--- config.mk ---
export PLATFORM = sky130hd
export DESIGN_NAME = sema_top
export DESIGN_NICKNAME = d
export VERILOG_FILES = /design/src/hdl/sema_pkg.sv /design/src/hdl/sema_req_if.sv /design/src/hdl/sema_top.sv /design/src/hdl/sema_resp.sv /design/src/hdl/sema_counter_ram.sv /design/src/hdl/sema_bus_decode.sv
export SDC_FILE = /design/constraint.sdc
export NUM_CORES = 2
export LEC_CHECK = 0
export BUFFER_PORTS_ARGS = -buffer_cell sky130_fd_sc_hd__buf_2
export CAP_MARGIN = 25
export CORE_MARGIN = 2
export CORE_UTILIZATION = 60
export DETAILED_ROUTE_END_ITERATION = 8
export PLACE_DENSITY = 0.76
export RECOVER_POWER = 50
export SKIP_CTS_REPAIR_TIMING = 1
export SYNTH_ARGS = -nofsm -noshare
export SYNTH_HDL_FRONTEND = slang
export SYNTH_SLANG_ARGS = --single-unit
--- constraint.sdc ---
create_clock -name clk_i -period 21.9 [get_ports clk_i]
set_clock_uncertainty 0.05 [all_clocks]
set_input_delay 1.095 -clock clk_i [delete_from_list [all_inputs] [get_ports clk_i]]
set_output_delay 1.095 -clock clk_i [all_outputs]
set_load 0.01 [all_outputs]
--- src/hdl/sema_pkg.sv ---
// Semaphore memory shared definitions
// Operation encoding and the fixed fields of the semaphore address
`default_nettype none

package sema_pkg;

	// ====================
	// Address fields
	// ====================

	// The address is {mode, index, amount}, and the index width is a module parameter
	// Mode field width, one bit that picks counting or direct access
	localparam int SEMA_MODE_W = 1;

	// Amount field width for counting accesses
	localparam int SEMA_AMT_W = 4;

	// ====================
	// Operations
	// ====================

	// The encoding is {mode bit, write enable}, so the decode stage can
	// cast the two bus bits straight into an operation
	typedef enum logic [1:0] {
		// Counting read, decrement by amount and floor at zero
		SEMA_DEC  = 2'b00,
		// Counting write, increment by amount and cap at all ones
		SEMA_INC  = 2'b01,
		// Direct read, value stays as it is
		SEMA_PEEK = 2'b10,
		// Direct write, value takes the data byte
		SEMA_SET  = 2'b11
	} sema_op_e;

endpackage : sema_pkg

`default_nettype wire
--- src/hdl/sema_req_if.sv ---
// Semaphore request link
// Carries one decoded request from the decode stage to the counter stage
`default_nettype none

interface sema_req_if #(
	parameter int IDX_W  = 8,
	parameter int DATA_W = 8
);
	import sema_pkg::*;

	// One-cycle pulse, no back-pressure on this path
	logic                  valid;
	// Operation decoded from mode bit and write enable
	sema_op_e              op;
	// Semaphore selected by the address
	logic [IDX_W-1:0]      index;
	// Step for counting accesses
	logic [SEMA_AMT_W-1:0] amount;
	// Data byte for direct writes
	logic [DATA_W-1:0]     wdata;

	// Decode side drives everything
	modport src (output valid, op, index, amount, wdata);

	// Counter side only listens
	modport dst (input valid, op, index, amount, wdata);

endinterface : sema_req_if

`default_nettype wire

--- src/hdl/sema_top.sv ---
// Semaphore memory top level
// Bank of counting semaphores behind a Wishbone classic slave port
`default_nettype none

module sema_top #(
	parameter  int IDX_W  = 8,
	parameter  int DATA_W = 8,
	localparam int ADR_W  = sema_pkg::SEMA_MODE_W + IDX_W + sema_pkg::SEMA_AMT_W
) (
	input  logic              clk_i,
	input  logic              rst_n_i,
	input  logic              cs_i,
	input  logic              cyc_i,
	input  logic              stb_i,
	input  logic              we_i,
	input  logic [ADR_W-1:0]  adr_i,
	input  logic [DATA_W-1:0] dat_i,
	output logic              ack_o,
	output logic [DATA_W-1:0] dat_o
);

	// ====================
	// Stage links
	// ====================

	// Live combined select from the decode stage
	logic              sel;
	// Counter stage answer
	logic              rsp_valid;
	logic [DATA_W-1:0] rsp_data;

	sema_req_if #(.IDX_W(IDX_W), .DATA_W(DATA_W)) req ();

	// ====================
	// Stages
	// ====================

	// Stage one, select edge and address split
	sema_bus_decode #(
		.IDX_W (IDX_W),
		.DATA_W(DATA_W),
		.ADR_W (ADR_W)
	) u_decode (
		.clk_i  (clk_i),
		.rst_n_i(rst_n_i),
		.cs_i   (cs_i),
		.cyc_i  (cyc_i),
		.stb_i  (stb_i),
		.we_i   (we_i),
		.adr_i  (adr_i),
		.dat_i  (dat_i),
		.sel_o  (sel),
		.req    (req.src)
	);

	// Stage two, read-modify-write of the counter
	sema_counter_ram #(
		.IDX_W (IDX_W),
		.DATA_W(DATA_W)
	) u_counter (
		.clk_i      (clk_i),
		.rst_n_i    (rst_n_i),
		.req        (req.dst),
		.rsp_valid_o(rsp_valid),
		.rsp_data_o (rsp_data)
	);

	// Stage three, ack and read data back to the master
	sema_resp #(
		.DATA_W(DATA_W)
	) u_resp (
		.clk_i      (clk_i),
		.rst_n_i    (rst_n_i),
		.sel_i      (sel),
		.rsp_valid_i(rsp_valid),
		.rsp_data_i (rsp_data),
		.ack_o      (ack_o),
		.dat_o      (dat_o)
	);

endmodule : sema_top

`default_nettype wire

--- src/hdl/sema_resp.sv ---
// Semaphore response stage
// Registers the returned value and drives ack and read data to the bus
`default_nettype none

module sema_resp #(
	parameter int DATA_W = 8
) (
	input  logic              clk_i,
	input  logic              rst_n_i,
	input  logic              sel_i,
	input  logic              rsp_valid_i,
	input  logic [DATA_W-1:0] rsp_data_i,
	output logic              ack_o,
	output logic [DATA_W-1:0] dat_o
);

	// Ack flag, set by a response and held while the select stays high
	logic              ack_q;
	// Value returned to the master
	logic [DATA_W-1:0] dat_q;
	// Select as sampled at the previous edge
	logic              sel_q;
	// Response belongs to the access that is on the bus right now
	logic              rsp_take;

	// A response that arrives just after the select went low and high again
	// belongs to an aborted access, so the select must have been held
	assign rsp_take = rsp_valid_i & sel_i & sel_q;

	// ====================
	// Ack and data registers
	// ====================

	always_ff @(posedge clk_i) begin
		if (!rst_n_i) begin
			sel_q <= 1'b0;
			ack_q <= 1'b0;
			dat_q <= '0;
		end else begin
			sel_q <= sel_i;
			if (!sel_i) begin
				// Select gone, end of the cycle for the master
				ack_q <= 1'b0;
				dat_q <= '0;
			end else if (rsp_take) begin
				ack_q <= 1'b1;
				dat_q <= rsp_data_i;
			end
		end
	end

	// Ack drops in the same cycle the master drops the select
	assign ack_o = ack_q & sel_i;
	// Data bus reads as zero whenever this slave is not selected
	assign dat_o = sel_i ? dat_q : '0;

endmodule : sema_resp

`default_nettype wire

--- src/hdl/sema_counter_ram.sv ---
// Semaphore counter stage
// Holds the counter array and does the saturating read-modify-write
`default_nettype none

module sema_counter_ram #(
	parameter int IDX_W  = 8,
	parameter int DATA_W = 8
) (
	input  logic              clk_i,
	input  logic              rst_n_i,
	sema_req_if.dst           req,
	output logic              rsp_valid_o,
	output logic [DATA_W-1:0] rsp_data_o
);
	import sema_pkg::*;

	// Number of semaphores in the bank
	localparam int DEPTH = 2 ** IDX_W;

	// Saturation limits
	localparam logic [DATA_W-1:0] CNT_MAX = '1;
	localparam logic [DATA_W-1:0] CNT_MIN = '0;

	// ====================
	// Counter array
	// ====================

	// Counters are undefined until a direct write sets them
	logic [DATA_W-1:0] mem [DEPTH];

	// Value held before this access, read without a clock
	logic [DATA_W-1:0] old_val;
	// Amount widened by one bit so carry and borrow are visible
	logic [DATA_W:0]   amt_ext;
	// Sum and difference, top bit flags overflow or underflow
	logic [DATA_W:0]   inc_val;
	logic [DATA_W:0]   dec_val;
	// Value written back
	logic [DATA_W-1:0] new_val;

	assign old_val = mem[req.index];
	assign amt_ext = (DATA_W + 1)'(req.amount);
	assign inc_val = {1'b0, old_val} + amt_ext;
	assign dec_val = {1'b0, old_val} - amt_ext;

	// ====================
	// Next value
	// ====================

	always_comb begin
		new_val = old_val;
		case (req.op)
			SEMA_DEC: begin
				// Borrow out of the top means the count would go negative
				new_val = dec_val[DATA_W] ? CNT_MIN : dec_val[DATA_W-1:0];
			end
			SEMA_INC: begin
				// Carry out means the count would wrap, so pin it at all ones
				new_val = inc_val[DATA_W] ? CNT_MAX : inc_val[DATA_W-1:0];
			end
			SEMA_PEEK: begin
				new_val = old_val;
			end
			SEMA_SET: begin
				new_val = req.wdata;
			end
			default: begin
				new_val = old_val;
			end
		endcase
	end

	// The whole update lands in one edge, so a request two cycles later
	// to the same semaphore already sees this result
	always_ff @(posedge clk_i) begin
		if (req.valid) begin
			mem[req.index] <= new_val;
		end
	end

	// ====================
	// Response
	// ====================

	always_ff @(posedge clk_i) begin
		if (!rst_n_i) begin
			rsp_valid_o <= 1'b0;
		end else begin
			rsp_valid_o <= req.valid;
		end
	end

	// Every access answers with the value from before the update
	always_ff @(posedge clk_i) begin
		if (req.valid) begin
			rsp_data_o <= old_val;
		end
	end

endmodule : sema_counter_ram

`default_nettype wire

--- src/hdl/sema_bus_decode.sv ---
// Semaphore bus decode stage
// Detects a new bus access on the select edge and registers one request
`default_nettype none

module sema_bus_decode #(
	parameter int IDX_W  = 8,
	parameter int DATA_W = 8,
	parameter int ADR_W  = sema_pkg::SEMA_MODE_W + IDX_W + sema_pkg::SEMA_AMT_W
) (
	input  logic              clk_i,
	input  logic              rst_n_i,
	input  logic              cs_i,
	input  logic              cyc_i,
	input  logic              stb_i,
	input  logic              we_i,
	input  logic [ADR_W-1:0]  adr_i,
	input  logic [DATA_W-1:0] dat_i,
	output logic              sel_o,
	sema_req_if.src           req
);
	import sema_pkg::*;

	// ====================
	// Select edge
	// ====================

	// Combined select, all three bus qualifiers at once
	logic sel;
	// Select as sampled at the previous edge
	logic sel_q;
	// High for the one cycle where a new access begins
	logic sel_rise;

	assign sel      = cs_i & cyc_i & stb_i;
	assign sel_rise = sel & ~sel_q;

	// The response stage needs the live select to gate ack and data
	assign sel_o = sel;

	// After reset the select counts as previously low, so a select that is
	// already high on the first edge still starts an access
	always_ff @(posedge clk_i) begin
		if (!rst_n_i) begin
			sel_q     <= 1'b0;
			req.valid <= 1'b0;
		end else begin
			sel_q     <= sel;
			// Exactly one request per rising edge of the select
			req.valid <= sel_rise;
		end
	end

	// ====================
	// Request fields
	// ====================

	// Fields are only loaded on the edge and hold until the next access
	always_ff @(posedge clk_i) begin
		if (sel_rise) begin
			// Top address bit picks the mode, we_i picks the direction
			req.op     <= sema_op_e'({adr_i[ADR_W-1], we_i});
			// Index sits just above the amount field
			req.index  <= adr_i[SEMA_AMT_W +: IDX_W];
			req.amount <= adr_i[SEMA_AMT_W-1:0];
			req.wdata  <= dat_i;
		end
	end

endmodule : sema_bus_decode

`default_nettype wire

==> out/qor.csv <==
stage,metric,value,unit
status,status,finished with violations,
status,violations,"capacitance limit, slew limit",
timing,finalHoldViolCount,0,
timing,layout_min_cycle_time,8660,ps
clock_network,clk_latency,840,ps
routing,wl_per_cell,35.5,µm
clock_network,path_clk_slew,60,ps
routing,drt_wl_total,209,mm
setup_path,cp.required,22340,ps
grt,antenna_found_initial,8,
logic_synthesis,netlist_instances,3810,
placed_design,globalplace.congestion,0.886,
routing,drtPass1Iterations,7,
grt,grt_max_degree,249,
logic_synthesis,yosysSeqAreaShare,76.5,%
timing,rsz0062_at_grt,false,
logic_synthesis,yosysTopAreaCell,edfxtp_1,
logic_synthesis,netlist_area,0.0821,mm²
setup_path,cp_common_cell,buf_4,
timing,maxSlewHeadroom,-24.3,%
grt,grt_pass1_wl,296,mm
grt,overflow,0,
routing,drtAntennaViolNets,0,
logic_synthesis,synthDominantCellAreaShare,76.0,%
layout,syn2layout_area_growth,9.99,%
setup_path,path_class,reg -> reg,
clock_network,h-tree-depth,4,
layout,final_area,0.0903,mm²
timing,hold_ws,402,ps
setup_path,crit_arrival,9110,ps
setup_path,critPathMaxFanout,122,
logic_synthesis,synth-edff-count,2078,
clock_network,cts_made_buffers,193,
setup_path,worst_setup_path_end_kind,flip-flop,
job,cap_viol_max_count,9,
clock_network,clockBufferDepth,3,
clock_network,cts.sinks,2098,
routing,drt_iter0_markers,7310,
clock_network,root_buffer,clkbuf_16,
timing,fmax,115,MHz
timing,setup_viol,0,
die,row_count,135,
die,start_util,60.5,%
logic_synthesis,ys_ff_latch,2098,
timing,period_share,39.6,%
grt,gr-usage-all-layers,30.0,%
logic_synthesis,yosys_warnings,0,
setup_path,crit_slowest_cell,dfxtp_4,
timing,worst_slew_pin_slew,1860,ps
setup_path,cp_num_buf_inv,4,
min_path,hold_path_class,in -> reg,
placed_design,placed_cell_area,0.0840,mm²
routing,drcViolationCount,0,
logic_synthesis,ys_types,72,
die,coreArea,0.136,mm²
timing,layout_setup_ws,13240,ps
die,die_area,0.140,mm²
grt,grt_pass1_vias,40616,
logic_synthesis,synthFlopType,edfxtp_1,
clock_network,cts_tree,built,
placed_design,dp_slack,12850,ps
timing,setup-tns-final,0,ps
timing,maxSlewViolCount,136,
setup_path,cp_cell_sequence,"buf_4, buf_12, nor2b_4, a22oi_1, a21oi_1, nor3_1, a22oi_1, nand3_1, o41ai_2, nor2_1, a211oi_4, buf_4, buf_4",
setup_path,start_kind,flip-flop,
layout,drive_gt1_share,23.2,%
power,power_per_cell_area,92.5,mW/mm²
routing,via_per_inst,7.04,
die,die_x,374,µm
routing,via_count,41387,
setup_path,critPathTopFamily,buffers and inverters,
layout,num-fill-cells,8200,
placed_design,hpwlAfterDp,124,mm
power,peakVddDrop,0.0863,mV
logic_synthesis,syn-num-nets,3847,
die,die_h,374,µm
setup_path,max_stage_delay,990,ps
power,p_leak,0.0277,µW
logic_synthesis,synth_area_per_cell,21.5,µm²
logic_synthesis,synth-async-reset-ratio,0,%
logic_synthesis,yosys-top-cells-area,"edfxtp_1 (76%), mux4_2 (15%), nor2_1 (1.4%)",
placed_design,io_buffers,35,
die,io_pins,36,
layout,final_net_count,3968,
final timing paths:
check	start	endpoint	slack, ps	cells past startpoint
max	flip-flop	u_counter.mem[111][1]	13240	13
min	dat_i[4]	u_decode.req.wdata[4]	400	1
max reg2reg	flip-flop	u_counter.mem[111][1]	13240	13
min reg2reg	u_resp.dat_q[4]	u_resp.dat_q[4]	410	2
cell families (layout without fill, tap and decap cells):
kind of cell / after synthesis / in the layout / share of synthesized area (%)
flip-flops: 2098 / 2098 / 76.5
multiplexers: 642 / 642 / 16.4
AND/OR/NAND/NOR: 564 / 564 / 3.02
buffers and inverters: 251 / 532 / 1.79
AO/OA/AOI/OAI: 241 / 241 / 2.06
adder cells (fa/ha/maj): 10 / 10 / 0.171
XOR/XNOR: 4 / 4 / 0.0427
other: 0 / 3 / 0
metrics by stage:
| step | power, µW | std cells | util, % |
|---|---|---|---|
| floorplan | 5020 | 3810 | - |
| global placement | 5120 | 5476 | 61.8 |
| detailed placement | 5140 | 5489 | 62.0 |
| CTS | 8350 | 5844 | 66.5 |
| global route | 8540 | 5872 | 66.6 |
| finish | 8350 | 5875 | 66.6 |
synthesized netlist by cell type (all sizes together), types with 5 or more instances:
cell / n
a31oi: 13
edfxtp: 2078
o22ai: 12
nand3: 48
o21ai: 23
nand2b: 10
nand2: 101
a22oi: 61
a2111oi: 5
a22o: 5
o211ai: 9
buf: 124
a211oi: 15
and3: 6
dfxtp: 20
clkbuf: 101
nor2b: 31
inv: 25
mux4: 559
and2: 17
nor2: 302
ha: 8
mux2i: 65
nor3: 12
nand4: 15
o2111ai: 6
a221oi: 10
mux2: 18
a21oi: 47
layer usage:
metal / global-route usage, % / vias to the layer above / wire length [µm]
li1: - / 16134 / -
met1: 43.1 / 21578 / 76200
met2: 44.3 / 3124 / 96400
met3: 8.02 / 535 / 26600
met4: 12.4 / 16 / 9320
met5: 0 / - / 105
sequential cells by signal, indices dropped and copies added (netlist names), 2 cells and up, named ones only:
signal and cells:
u_decode.req.op 2, u_decode.req.index 8, u_decode.req.amount 4, u_resp.dat_q 8, u_counter.rsp_data_o 8, u_decode.req.wdata 8
u_counter.mem 2048
report_power, final:
group | switching, µW | internal, µW
registers | 11.4 | 4550
logic | 364 | 150
clock network | 1440 | 1840
total | 1820 | 6530
layout by cell type (no fill, tap or decap), types with 13 or more instances in the layout:
| master | netlist | layout |
|---|---|---|
| a21oi_1 | 47 | 46 |
| o21ai_0 | 23 | 23 |
| clkinv_2 | 0 | 31 |
| mux2i_1 | 65 | 65 |
| inv_1 | 25 | 23 |
| nor2_1 | 301 | 300 |
| mux4_2 | 552 | 552 |
| nor2b_1 | 31 | 28 |
| nand2_1 | 101 | 101 |
| mux2_2 | 18 | 17 |
| buf_4 | 30 | 53 |
| bufinv_16 | 0 | 14 |
| clkbuf_1 | 100 | 102 |
| a31oi_1 | 13 | 13 |
| nand4_1 | 15 | 15 |
| clkbuf_16 | 0 | 199 |
| buf_2 | 45 | 21 |
| clkinv_1 | 0 | 49 |
| dfxtp_1 | 20 | 14 |
| a211oi_1 | 15 | 14 |
| a22oi_1 | 61 | 60 |
| edfxtp_1 | 2078 | 2078 |
| nand3_1 | 48 | 47 |
cell type report:
| type | instances | area (µm²) | area share [%] |
|---|---|---|---|
| diodes | 3 | 7.51 | 0.00832 |
| clock buffers | 242 | 5170 | 5.73 |
| clock inverters | 113 | 960 | 1.06 |
| inverters | 25 | 98.8 | 0.109 |
| multi-input cells | 1461 | 17900 | 19.8 |
| flip-flops and latches | 2098 | 62800 | 69.6 |
| well taps | 1781 | 2230 | 2.47 |
| repair buffers | 152 | 1100 | 1.22 |
Power figures use the tool's default switching activity.
